### config.mk
export PLATFORM = sky130hd
export DESIGN_NAME = conv_accel_top
export DESIGN_NICKNAME = d
export VERILOG_FILES = /design/src/hdl/conv_accel_pkg.sv /design/src/hdl/conv_decoder.sv /design/src/hdl/operand_buffer.sv /design/src/hdl/conv_mac.sv /design/src/hdl/conv_writeback.sv /design/src/hdl/conv_accel_top.sv
export VERILOG_INCLUDE_DIRS = /design/src /design/src/hdl
export SDC_FILE = /design/constraint.sdc
export NUM_CORES = 2
export LEC_CHECK = 0
export ABC_AREA = 0
export BUFFER_PORTS_ARGS = -buffer_cell sky130_fd_sc_hd__buf_4
export CAP_MARGIN = 20
export CORE_MARGIN = 4
export CORE_UTILIZATION = 58
export DETAILED_ROUTE_END_ITERATION = 10
export PLACE_DENSITY = 0.88
export SLEW_MARGIN = 20
export SYNTH_ARGS = -nofsm -noshare
export SYNTH_HDL_FRONTEND = slang
export SYNTH_SLANG_ARGS = --single-unit
### constraint.sdc
create_clock -name clk_i -period 8.95 [get_ports clk_i]
set_clock_uncertainty 0.05 [all_clocks]
set_input_delay 2.2375 -clock clk_i [delete_from_list [all_inputs] [get_ports clk_i]]
set_output_delay 2.2375 -clock clk_i [all_outputs]
set_load 0.05 [all_outputs]
### src/hdl/conv_accel_consts.svh
`ifndef CONV_ACCEL_CONSTS_SVH
`define CONV_ACCEL_CONSTS_SVH

// buffer geometry
`define CONV_DEPTH      16
`define CONV_IDX_W      4
`define CONV_WORD_W     32

// custom-0 major opcode
`define CONV_OPCODE     7'b0001011

// funct3 command codes
`define CONV_F3_LD_FILT  3'd0
`define CONV_F3_LD_DATA  3'd1
`define CONV_F3_CLR_FILT 3'd2
`define CONV_F3_CLR_DATA 3'd3
`define CONV_F3_RUN      3'd4

// funct7 bit position that asks for rs2 as a second word
`define CONV_F7_PAIR    0

`endif

### src/hdl/conv_accel_pkg.sv
`include "conv_accel_consts.svh"

package conv_accel_pkg;

    // command kind decoded from funct3
    typedef enum logic [2:0] {
        OP_NONE     = 3'd0,
        OP_LD_FILT  = 3'd1,
        OP_LD_DATA  = 3'd2,
        OP_CLR_FILT = 3'd3,
        OP_CLR_DATA = 3'd4,
        OP_RUN      = 3'd5
    } conv_op_e;

    // registered command from the decoder
    typedef struct packed {
        conv_op_e                op;
        logic                    pair;   // word1 is valid too
        logic [`CONV_WORD_W-1:0] word0;  // rs1
        logic [`CONV_WORD_W-1:0] word1;  // rs2
    } conv_cmd_t;

    // write request into one operand buffer
    typedef struct packed {
        logic                    we;
        logic                    pair;
        logic [`CONV_WORD_W-1:0] word0;
        logic [`CONV_WORD_W-1:0] word1;
    } buf_wr_t;

    // accumulator report towards writeback
    typedef struct packed {
        logic [`CONV_WORD_W-1:0] acc;
        logic                    busy;   // a present pair is still waiting
        logic                    flush;  // clear seen this cycle
    } conv_status_t;

endpackage

### src/hdl/conv_decoder.sv
`timescale 1ns/1ps
`include "conv_accel_consts.svh"

module conv_decoder (
    input  logic                       clk_i,
    input  logic                       rst_i,
    input  logic                       enable_i,
    input  logic                       instr_valid_i,
    input  logic [31:0]                instr_i,
    input  logic [`CONV_WORD_W-1:0]    rs1_i,
    input  logic [`CONV_WORD_W-1:0]    rs2_i,
    output conv_accel_pkg::conv_cmd_t  cmd_o
);
    import conv_accel_pkg::*;

    logic [6:0]              opcode;
    logic [2:0]              funct3;
    logic [6:0]              funct7;
    logic                    accept;
    logic                    is_load;
    conv_op_e                op_dec;
    conv_op_e                op_q;
    logic                    pair_q;
    logic [`CONV_WORD_W-1:0] word0_q;
    logic [`CONV_WORD_W-1:0] word1_q;

    // R-type fields
    assign opcode = instr_i[6:0];
    assign funct3 = instr_i[14:12];
    assign funct7 = instr_i[31:25];

    assign accept = instr_valid_i && enable_i && (opcode == `CONV_OPCODE);

    always_comb begin
        case (funct3)
            `CONV_F3_LD_FILT:  op_dec = OP_LD_FILT;
            `CONV_F3_LD_DATA:  op_dec = OP_LD_DATA;
            `CONV_F3_CLR_FILT: op_dec = OP_CLR_FILT;
            `CONV_F3_CLR_DATA: op_dec = OP_CLR_DATA;
            `CONV_F3_RUN:      op_dec = OP_RUN;
            default:           op_dec = OP_NONE; // reserved codes do nothing
        endcase
    end

    assign is_load = (op_dec == OP_LD_FILT) || (op_dec == OP_LD_DATA);

    // command lives for one cycle only
    always_ff @(posedge clk_i) begin
        if (rst_i) begin
            op_q   <= OP_NONE;
            pair_q <= 1'b0;
        end else begin
            op_q   <= accept ? op_dec : OP_NONE;
            pair_q <= accept && is_load && funct7[`CONV_F7_PAIR];
        end
    end

    always_ff @(posedge clk_i) begin
        word0_q <= rs1_i;
        word1_q <= rs2_i;
    end

    assign cmd_o = '{op: op_q, pair: pair_q, word0: word0_q, word1: word1_q};

    // only loads may carry a second word
    a_pair_on_load: assert property (@(posedge clk_i) disable iff (rst_i)
        cmd_o.pair |-> (cmd_o.op == OP_LD_FILT || cmd_o.op == OP_LD_DATA));

endmodule

### src/hdl/operand_buffer.sv
`timescale 1ns/1ps
`include "conv_accel_consts.svh"

module operand_buffer (
    input  logic                      clk_i,
    input  logic                      rst_i,
    input  conv_accel_pkg::buf_wr_t   wr_i,
    input  logic                      clear_i,
    input  logic [`CONV_IDX_W-1:0]    rd_idx_i,
    output logic [`CONV_WORD_W-1:0]   rd_word_o,
    output logic [`CONV_DEPTH-1:0]    present_o
);
    localparam int unsigned FILL_W = `CONV_IDX_W + 1;

    logic [`CONV_WORD_W-1:0] mem_q [`CONV_DEPTH];
    logic [`CONV_DEPTH-1:0]  present_q;
    logic [FILL_W-1:0]       fill_q;   // next free slot, 16 means full
    logic [`CONV_IDX_W-1:0]  idx0;
    logic [`CONV_IDX_W-1:0]  idx1;
    logic                    wr_first;
    logic                    wr_second;

    assign idx0 = fill_q[`CONV_IDX_W-1:0];
    assign idx1 = idx0 + 1'b1;

    // words that do not fit are dropped
    assign wr_first  = wr_i.we && (fill_q < FILL_W'(`CONV_DEPTH));
    assign wr_second = wr_i.we && wr_i.pair && (fill_q < FILL_W'(`CONV_DEPTH - 1));

    always_ff @(posedge clk_i) begin
        if (rst_i) begin
            fill_q    <= '0;
            present_q <= '0;
        end else if (clear_i) begin
            fill_q    <= '0;
            present_q <= '0;
        end else begin
            fill_q <= fill_q + FILL_W'(wr_first) + FILL_W'(wr_second);
            if (wr_first)
                present_q[idx0] <= 1'b1;
            if (wr_second)
                present_q[idx1] <= 1'b1;
        end
    end

    // payload storage, gated by the present bits
    always_ff @(posedge clk_i) begin
        if (wr_first)
            mem_q[idx0] <= wr_i.word0;
        if (wr_second)
            mem_q[idx1] <= wr_i.word1;
    end

    assign rd_word_o = mem_q[rd_idx_i];
    assign present_o = present_q;

    // a write into a full buffer leaves it untouched
    a_full_drop: assert property (@(posedge clk_i) disable iff (rst_i)
        (wr_i.we && !clear_i && fill_q == FILL_W'(`CONV_DEPTH))
        |=> ($stable(present_q) && fill_q == FILL_W'(`CONV_DEPTH)));

endmodule

### src/hdl/conv_mac.sv
`timescale 1ns/1ps
`include "conv_accel_consts.svh"

module conv_mac (
    input  logic                          clk_i,
    input  logic                          rst_i,
    input  logic                          enable_i,
    input  conv_accel_pkg::conv_cmd_t     cmd_i,
    output conv_accel_pkg::conv_status_t  status_o,
    output logic                          run_o
);
    import conv_accel_pkg::*;

    localparam int unsigned WALK_W = `CONV_IDX_W + 1;

    buf_wr_t                 filt_wr;
    buf_wr_t                 data_wr;
    logic                    clr_filt;
    logic                    clr_data;
    logic                    flush;
    logic [`CONV_DEPTH-1:0]  filt_present;
    logic [`CONV_DEPTH-1:0]  data_present;
    logic [`CONV_WORD_W-1:0] filt_word;
    logic [`CONV_WORD_W-1:0] data_word;
    logic [WALK_W-1:0]       walk_q;
    logic [`CONV_WORD_W-1:0] acc_q;
    logic [`CONV_IDX_W-1:0]  rd_idx;
    logic                    walk_end;
    logic                    pair_ready;

    // command to buffer traffic
    assign filt_wr = '{we: (cmd_i.op == OP_LD_FILT), pair: cmd_i.pair,
                       word0: cmd_i.word0, word1: cmd_i.word1};
    assign data_wr = '{we: (cmd_i.op == OP_LD_DATA), pair: cmd_i.pair,
                       word0: cmd_i.word0, word1: cmd_i.word1};
    assign clr_filt = (cmd_i.op == OP_CLR_FILT);
    assign clr_data = (cmd_i.op == OP_CLR_DATA);
    assign flush    = clr_filt || clr_data;
    assign run_o    = (cmd_i.op == OP_RUN);

    operand_buffer u_filter_buf (
        .clk_i     (clk_i),
        .rst_i     (rst_i),
        .wr_i      (filt_wr),
        .clear_i   (clr_filt),
        .rd_idx_i  (rd_idx),
        .rd_word_o (filt_word),
        .present_o (filt_present)
    );

    operand_buffer u_data_buf (
        .clk_i     (clk_i),
        .rst_i     (rst_i),
        .wr_i      (data_wr),
        .clear_i   (clr_data),
        .rd_idx_i  (rd_idx),
        .rd_word_o (data_word),
        .present_o (data_present)
    );

    assign rd_idx     = walk_q[`CONV_IDX_W-1:0];
    assign walk_end   = walk_q[`CONV_IDX_W]; // walked past entry 15
    assign pair_ready = !walk_end && filt_present[rd_idx] && data_present[rd_idx];

    always_ff @(posedge clk_i) begin
        if (rst_i || flush) begin
            acc_q  <= '0;
            walk_q <= '0;
        end else if (enable_i && pair_ready) begin
            acc_q  <= acc_q + filt_word * data_word; // wraps mod 2^32
            walk_q <= walk_q + 1'b1;
        end
    end

    assign status_o = '{acc: acc_q, busy: pair_ready, flush: flush};

    a_walk_bound: assert property (@(posedge clk_i) disable iff (rst_i)
        walk_q <= WALK_W'(`CONV_DEPTH));

endmodule

### src/hdl/conv_writeback.sv
`timescale 1ns/1ps
`include "conv_accel_consts.svh"

module conv_writeback (
    input  logic                          clk_i,
    input  logic                          rst_i,
    input  conv_accel_pkg::conv_status_t  status_i,
    input  logic                          run_i,
    output logic [`CONV_WORD_W-1:0]       result_o,
    output logic                          result_valid_o,
    output logic                          stall_o
);
    logic                    pending_q;  // run waiting for the accumulator
    logic                    valid_q;
    logic [`CONV_WORD_W-1:0] result_q;

    always_ff @(posedge clk_i) begin
        if (rst_i) begin
            pending_q <= 1'b0;
            valid_q   <= 1'b0;
            result_q  <= '0;
        end else begin
            valid_q <= 1'b0;
            if (status_i.flush) begin
                pending_q <= 1'b0; // cancelled, no result
            end else if (run_i || pending_q) begin
                if (!status_i.busy) begin
                    valid_q   <= 1'b1;
                    result_q  <= status_i.acc;
                    pending_q <= 1'b0;
                end else begin
                    pending_q <= 1'b1;
                end
            end
        end
    end

    assign result_o       = result_q;
    assign result_valid_o = valid_q;
    assign stall_o        = pending_q; // level, high while the run waits

    a_valid_xor_stall: assert property (@(posedge clk_i) disable iff (rst_i)
        !(result_valid_o && stall_o));

endmodule

### src/hdl/conv_accel_top.sv
`timescale 1ns/1ps
`include "conv_accel_consts.svh"

module conv_accel_top (
    input  logic                     clk_i,
    input  logic                     rst_i,
    input  logic                     enable_i,
    input  logic                     instr_valid_i,
    input  logic [31:0]              instr_i,
    input  logic [`CONV_WORD_W-1:0]  rs1_i,
    input  logic [`CONV_WORD_W-1:0]  rs2_i,
    output logic [`CONV_WORD_W-1:0]  result_o,
    output logic                     result_valid_o,
    output logic                     stall_o
);
    import conv_accel_pkg::*;

    conv_cmd_t    cmd;
    conv_status_t status;
    logic         run;

    // instruction decode, one cycle
    conv_decoder u_decoder (
        .clk_i         (clk_i),
        .rst_i         (rst_i),
        .enable_i      (enable_i),
        .instr_valid_i (instr_valid_i),
        .instr_i       (instr_i),
        .rs1_i         (rs1_i),
        .rs2_i         (rs2_i),
        .cmd_o         (cmd)
    );

    // buffers and multiply-accumulate
    conv_mac u_mac (
        .clk_i    (clk_i),
        .rst_i    (rst_i),
        .enable_i (enable_i),
        .cmd_i    (cmd),
        .status_o (status),
        .run_o    (run)
    );

    conv_writeback u_writeback (
        .clk_i          (clk_i),
        .rst_i          (rst_i),
        .status_i       (status),
        .run_i          (run),
        .result_o       (result_o),
        .result_valid_o (result_valid_o),
        .stall_o        (stall_o)
    );

endmodule

After elaboration in Yosys (flattened, before gate mapping). Memory sizes are Yosys's and may differ from the RTL's. A register that Yosys moved wholly into a read port is not among the register bits. Cells that the tools add are included.

Add/subtract/negate cells: 8. Multipliers: 1. Order comparisons: 13. Equal/unequal tests: 12. Mux-type cells: 35. Bitwise operators: 8. Reductions and logical operators: 29.

Operators with widths (number): 16-bit two-way mux (8); 16-bit bitwise OR (4); 32-bit adder (1); 32-bit by 32-bit multiplier with 32-bit output (1); 4-bit by 5-bit less-than comparator with 1-bit output (second input constant) (5); 5-bit by 1-bit adder with 5-bit output (4); 1-bit logical AND (17); 1-bit demux with 4-bit select (4); 4-bit by 1-bit greater-or-equal comparator with 1-bit output (second input constant) (4); 1-bit two-way mux (16); 4-bit two-way mux (4); 3-bit by 2-bit equality test with 1-bit output (second input constant) (5); 3-bit case mux with 5 select lines (1); 5-bit by 4-bit less-than comparator with 1-bit output (second input constant) (2); 5-bit less-than comparator (second input constant) (2); 3-bit by 1-bit equality test with 1-bit output (second input constant) (3); 3-bit equality test (second input constant) (3); 4-bit by 1-bit adder with 4-bit output (second input constant) (2); 1-bit binary-select mux with 4-bit select (2); 2-bit OR reduction (4); 7-bit by 4-bit equality test with 1-bit output (second input constant) (1); 5-bit by 1-bit adder with 5-bit output (second input constant) (1); 1-bit logical OR (4); 1-bit inverter (4); other kinds (4) (4).

Flip-flop bits (word level): 181. Bits in writable memories: 1024. Bits of input ports: 100. Output and inout port bits: 34. Logic and storage cells: 121. Memories kept: 2.

Memories: u_mac.u_data_buf.mem_q (words 16, bits a word 32, read ports 1, clocked after Yosys merged registers in 1, wr ports 2, line operand_buffer.sv:15) `` logic [`CONV_WORD_W-1:0] mem_q [`CONV_DEPTH]; ``; u_mac.u_filter_buf.mem_q (words 16, bits a word 32, read ports 1, clocked after Yosys merged registers in 1, wr ports 2, line operand_buffer.sv:15).

Longest topological paths before layout.
Depth after elaboration: 10. Gate-level depth with buffers: 39. Gate-level depth less buffers: 32.

Cells and area by module. Synthesis repeated with hierarchy kept, for this count alone.

Cells, all modules: 5330. Area total of the unflattened synthesis: 73539.3 um^2.

By module, submodules not included: operand_buffer at u_mac.u_filter_buf (times used 1, cells each 1529, area each 26160.1 um^2, sequential area each 15795.1 um^2); operand_buffer at u_mac.u_data_buf (times used 1, cells each 1531, area each 26131.3 um^2, sequential area each 15795.1 um^2); conv_mac (times used 1, cells each 2046, area each 18286.3 um^2, sequential area each 740.7 um^2); conv_writeback (times used 1, cells each 144, area each 1508.9 um^2, sequential area each 680.7 um^2); conv_decoder (times used 1, cells each 80, area each 1452.6 um^2, sequential area each 1361.3 um^2).

Worst setup path before layout. Ideal clock, no wire load.

Kind: reg2reg. Start: reg with a tool-made name. End: reg u_mac.acc_q[27]. Setup time: 115 ps. Arrival time: 8699 ps. Data required time: 8785 ps. Path slack: 86 ps. Cell stages (with the launch flop): 32. Path buffers: 6. Period minus slack after synthesis: 8864 ps. Path through: dfxtp_1 > buf_1 > buf_1 > buf_2 > buf_1 > mux2_2 > o21ai_1 > clkbuf_1 > nor2_1 > fa_1 > fa_1 > inv_1 > fa_1 > fa_1 > fa_1 > inv_1 > fa_1 > inv_1 > fa_1 > fa_1 > inv_1 > ha_1 > buf_2 > a21oi_1 > a21oi_1 > nand2b_1 > and3b_1 > or3_1 > a31oi_1 > o21bai_1 > mux2i_1 > o21a_1.

RTL lines: end signal: assignment (line conv_mac.sv:70) `acc_q <= acc_q + filt_word * data_word;`; end: declaration (line conv_mac.sv:26) `` logic [`CONV_WORD_W-1:0] acc_q; ``.

==> reports/qor.txt <==
======================================================================================
Portion of the post-synthesis area used by sequential elements                   47.1%
I/O Buffers                                                                        112
Crit path max fanout                                                                12
Cell type of the slowest stage on the worst timing path                   sky130_fd_sc_hd__mux4_2
Most frequent cell on the critical path                                   sky130_fd_sc_hd__fa_1
Pre-Repair DR Iteration Count                                                        9
Total clock buffers created by CTS                                                 116
TritonCTS clock tree                                                               yes
Maximum buffer depth of the clock tree                                               3
Setup TNS                                                                         0 ns
Via Count                                                                        48000
Post-detailed-route count of antenna-violating nets                                  0
Min Hold Slack                                                                0.427 ns
Share of the synthesized area in the top cell type                               42.1%
Aggregate global routing overflow                                                    0
Final core area utilization                                                      65.2%
Weighted congestion reported at the end of routability-driven placement          0.963
Clock period minus worst slack                                                 8.81 ns
Post-synthesis cell type count                                                      65
Worst-Skew Late Latency                                                        0.73 ns
Setup slack on the worst flop-to-flop path                                     0.14 ns
Power density over cell area                                                145 mW/mm2
Number of setup violations in the final report                                       0
Ys flop type                                                              sky130_fd_sc_hd__edfxtp_1
Worst setup timing slack at the placement stage                              0.0424 ns
Leading area contributor after synthesis                                  sky130_fd_sc_hd__edfxtp_1
Failing checks                                                                     DRC
Top area cells in the synthesized netlist                                 sky130_fd_sc_hd__edfxtp_1 42%, sky130_fd_sc_hd__mux2_2 15%, sky130_fd_sc_hd__fa_1 12%
Synthesis-to-finish area growth                                                  11.1%
Final WS setup                                                                0.141 ns
Sum of internal, switching and leakage power                                   11.8 mW
Post-layout instance count excluding filler cells                                 7042
RSZ-0062 raised after global routing                                              true
Worst slew margin relative to its limit                                          21.1%
Standard-cell row count                                                            129
Number of buffers inserted for hold repair after clock tree synthesis                0
Run status                                                                finished, violations left
Floorplan die width                                                             363 um
DP Cell Count                                                                     6780
Total core area                                                              0.124 mm2
Final Instance Area                                                         0.0812 mm2
Most common library cell in the layout ignoring fill and taps             sky130_fd_sc_hd__edfxtp_1
Overall routing resource usage                                                   34.2%
Drt wl/cell                                                                    32.5 um
Max-cap check violation count                                                        0
Number of synthesized flops with an enable pin                                    1024
Syn nets                                                                          5981
Peak supply drop                                                              0.168 mV
Maximum clock frequency                                                      0.114 GHz
Average size of a mapped cell                                                 13.8 um2
Boundary pin count                                                                 134
CP Buf/Inv Count                                                                     8
Final Cycle Share                                                                98.4%
Yosys warns                                                                          0
Gate Count Post-Synth                                                             5314
Synthesized flop and latch total                                                  1209
Type of element capturing the critical path                                  flip-flop
Estimated wirelength of the detail-placed design                                142 mm
Leak pwr                                                                       29.3 nW
DRC viols                                                                            2
Clock root cell                                                           sky130_fd_sc_hd__clkbuf_16
Die Outline Area                                                             0.132 mm2
Clock transition at the registers of the reported paths                        0.06 ns
Initial antenna violation count                                                      8
Vias in the first global route                                                   48900
Post-synthesis async set-or-reset flop share                                        0%
DP Area                                                                     0.0766 mm2
Cell Area, Synth                                                            0.0731 mm2
WL final                                                                        229 mm
Layout cell share with drive strength beyond 1                                   36.6%
Max stage delay on crit path                                                   0.53 ns
Total clock sinks                                                                 1209
Detailed-route vias per instance                                                  6.82
Fill cell count                                                                   8072
Initial cell density of the core                                                 58.7%
Req. time, crit path                                                           9.46 ns
Arrival time at the worst endpoint                                             9.32 ns
Final number of max-transition violations                                            0
Slew at the pin closest to its max-slew limit                                  1.18 ns
DR iter-0 viols                                                                   7908
Startpoint class of the critical path                                        flip-flop
Worst setup path category                                                      reg2reg
CP delay by family, top                                                    adder cells
Overall die height                                                              363 um
Hold Path Class                                                                reg2reg
Largest net degree at the start of global routing                                   57
Wire length of the first global-routing pass                                    329 mm
Htree depth                                                                          3
Most frequent cells in the layout                                         1024 x sky130_fd_sc_hd__edfxtp_1, 977 x sky130_fd_sc_hd__mux2_2, 504 x sky130_fd_sc_hd__inv_1, 438 x sky130_fd_sc_hd__fa_1, 344 x sky130_fd_sc_hd__buf_4
Final layout net count                                                            5964
Count of endpoints failing hold in the final timing report                           0
======================================================================================
worst paths after layout:
check	startpoint	to	depth (start not counted)
max	flip-flop	u_mac.acc_q[29]	32
min	u_mac.u_filter_buf.present_o[15]	u_mac.u_filter_buf.present_o[15]	1
max reg2reg	flip-flop	u_mac.acc_q[29]	32
min reg2reg	u_mac.u_filter_buf.present_o[15]	u_mac.u_filter_buf.present_o[15]	1
where the power goes:
part	internal [mW]	switching [mW]
clock	2.93	2.21
combinational	0.234	0.149
sequential	6.11	0.139
what timing repair did:
action / 4_1_cts / 5_1_grt
pin swaps: 0 / 4
gates resized for setup: 3 / 48
endpoints found under the setup margin: 3 / 8
cloned: 0 / 4
buffers inserted: 0 / 32
metal layers:
metal | track usage [%] | up-vias | part of all wire [%]
met3 | 10.3 | 1114 | 15
met5 | 0.250 | - | 0.021
met4 | 23.5 | 4 | 8.4
met2 | 52.2 | 4372 | 45
met1 | 42.2 | 23800 | 32
li1 | - | 18700 | -
cell usage after synthesis (all sizes together), types with 8 or more instances:
library cell and instances:
nand4 11, o22ai 8, fa 440, buf 90, nor2 384, mux2i 55
a221oi 18, nand2b 21, a21o 13, o21a 19, nor3 8, nor2b 18
o21bai 8, ha 127, inv 506, a22o 18, a21oi 84, edfxtp 1024
xor2 22, a22oi 20, and2 40, or2 13, a221o 8, clkbuf 441
nand2 305, dfxtp 185, nand3 12, mux2 978, mux4 284, o21ai 23
xnor2 68
logic make-up (layout without fill, tap and decap cells):
group	Yosys count	after routing	share of synthesized area, %
mux	1317	1318	24.6
flops	1209	1209	47.1
buf+inv	1038	1124	5.60
simple gates	835	835	4.80
fa+ha+maj	567	567	14.2
compound gates	255	255	2.47
xor+xnor	93	93	1.17
other cells	0	4	0
flip-flops by register name, indices dropped and copies added (netlist names), 3 cells and up, named ones only:
signal,count
u_mac.walk_q,5
u_decoder.op_q,3
u_decoder.word1_q,32
u_mac.u_filter_buf.present_o,16
u_mac.u_data_buf.mem_q,512
u_mac.u_data_buf.fill_q,5
u_mac.u_filter_buf.mem_q,512
u_mac.u_filter_buf.fill_q,5
u_mac.u_data_buf.present_o,16
u_mac.acc_q,32
u_writeback.result_o,32
u_decoder.word0_q,32
area by class of cell:
cell class / count / area [um2] / area share, %
Inverter: 507 / 1910 / 2.35
Antenna cell: 4 / 10.0 / 0.0123
Clock buffer: 161 / 3240 / 3.99
Tap cell: 1637 / 2050 / 2.52
Clock inverter: 61 / 691 / 0.851
Timing Repair Buffer: 395 / 3550 / 4.37
Sequential cell: 1209 / 34500 / 42.5
Multi-Input combinational cell: 3068 / 35200 / 43.4
(Power assumes the default switching activity.)
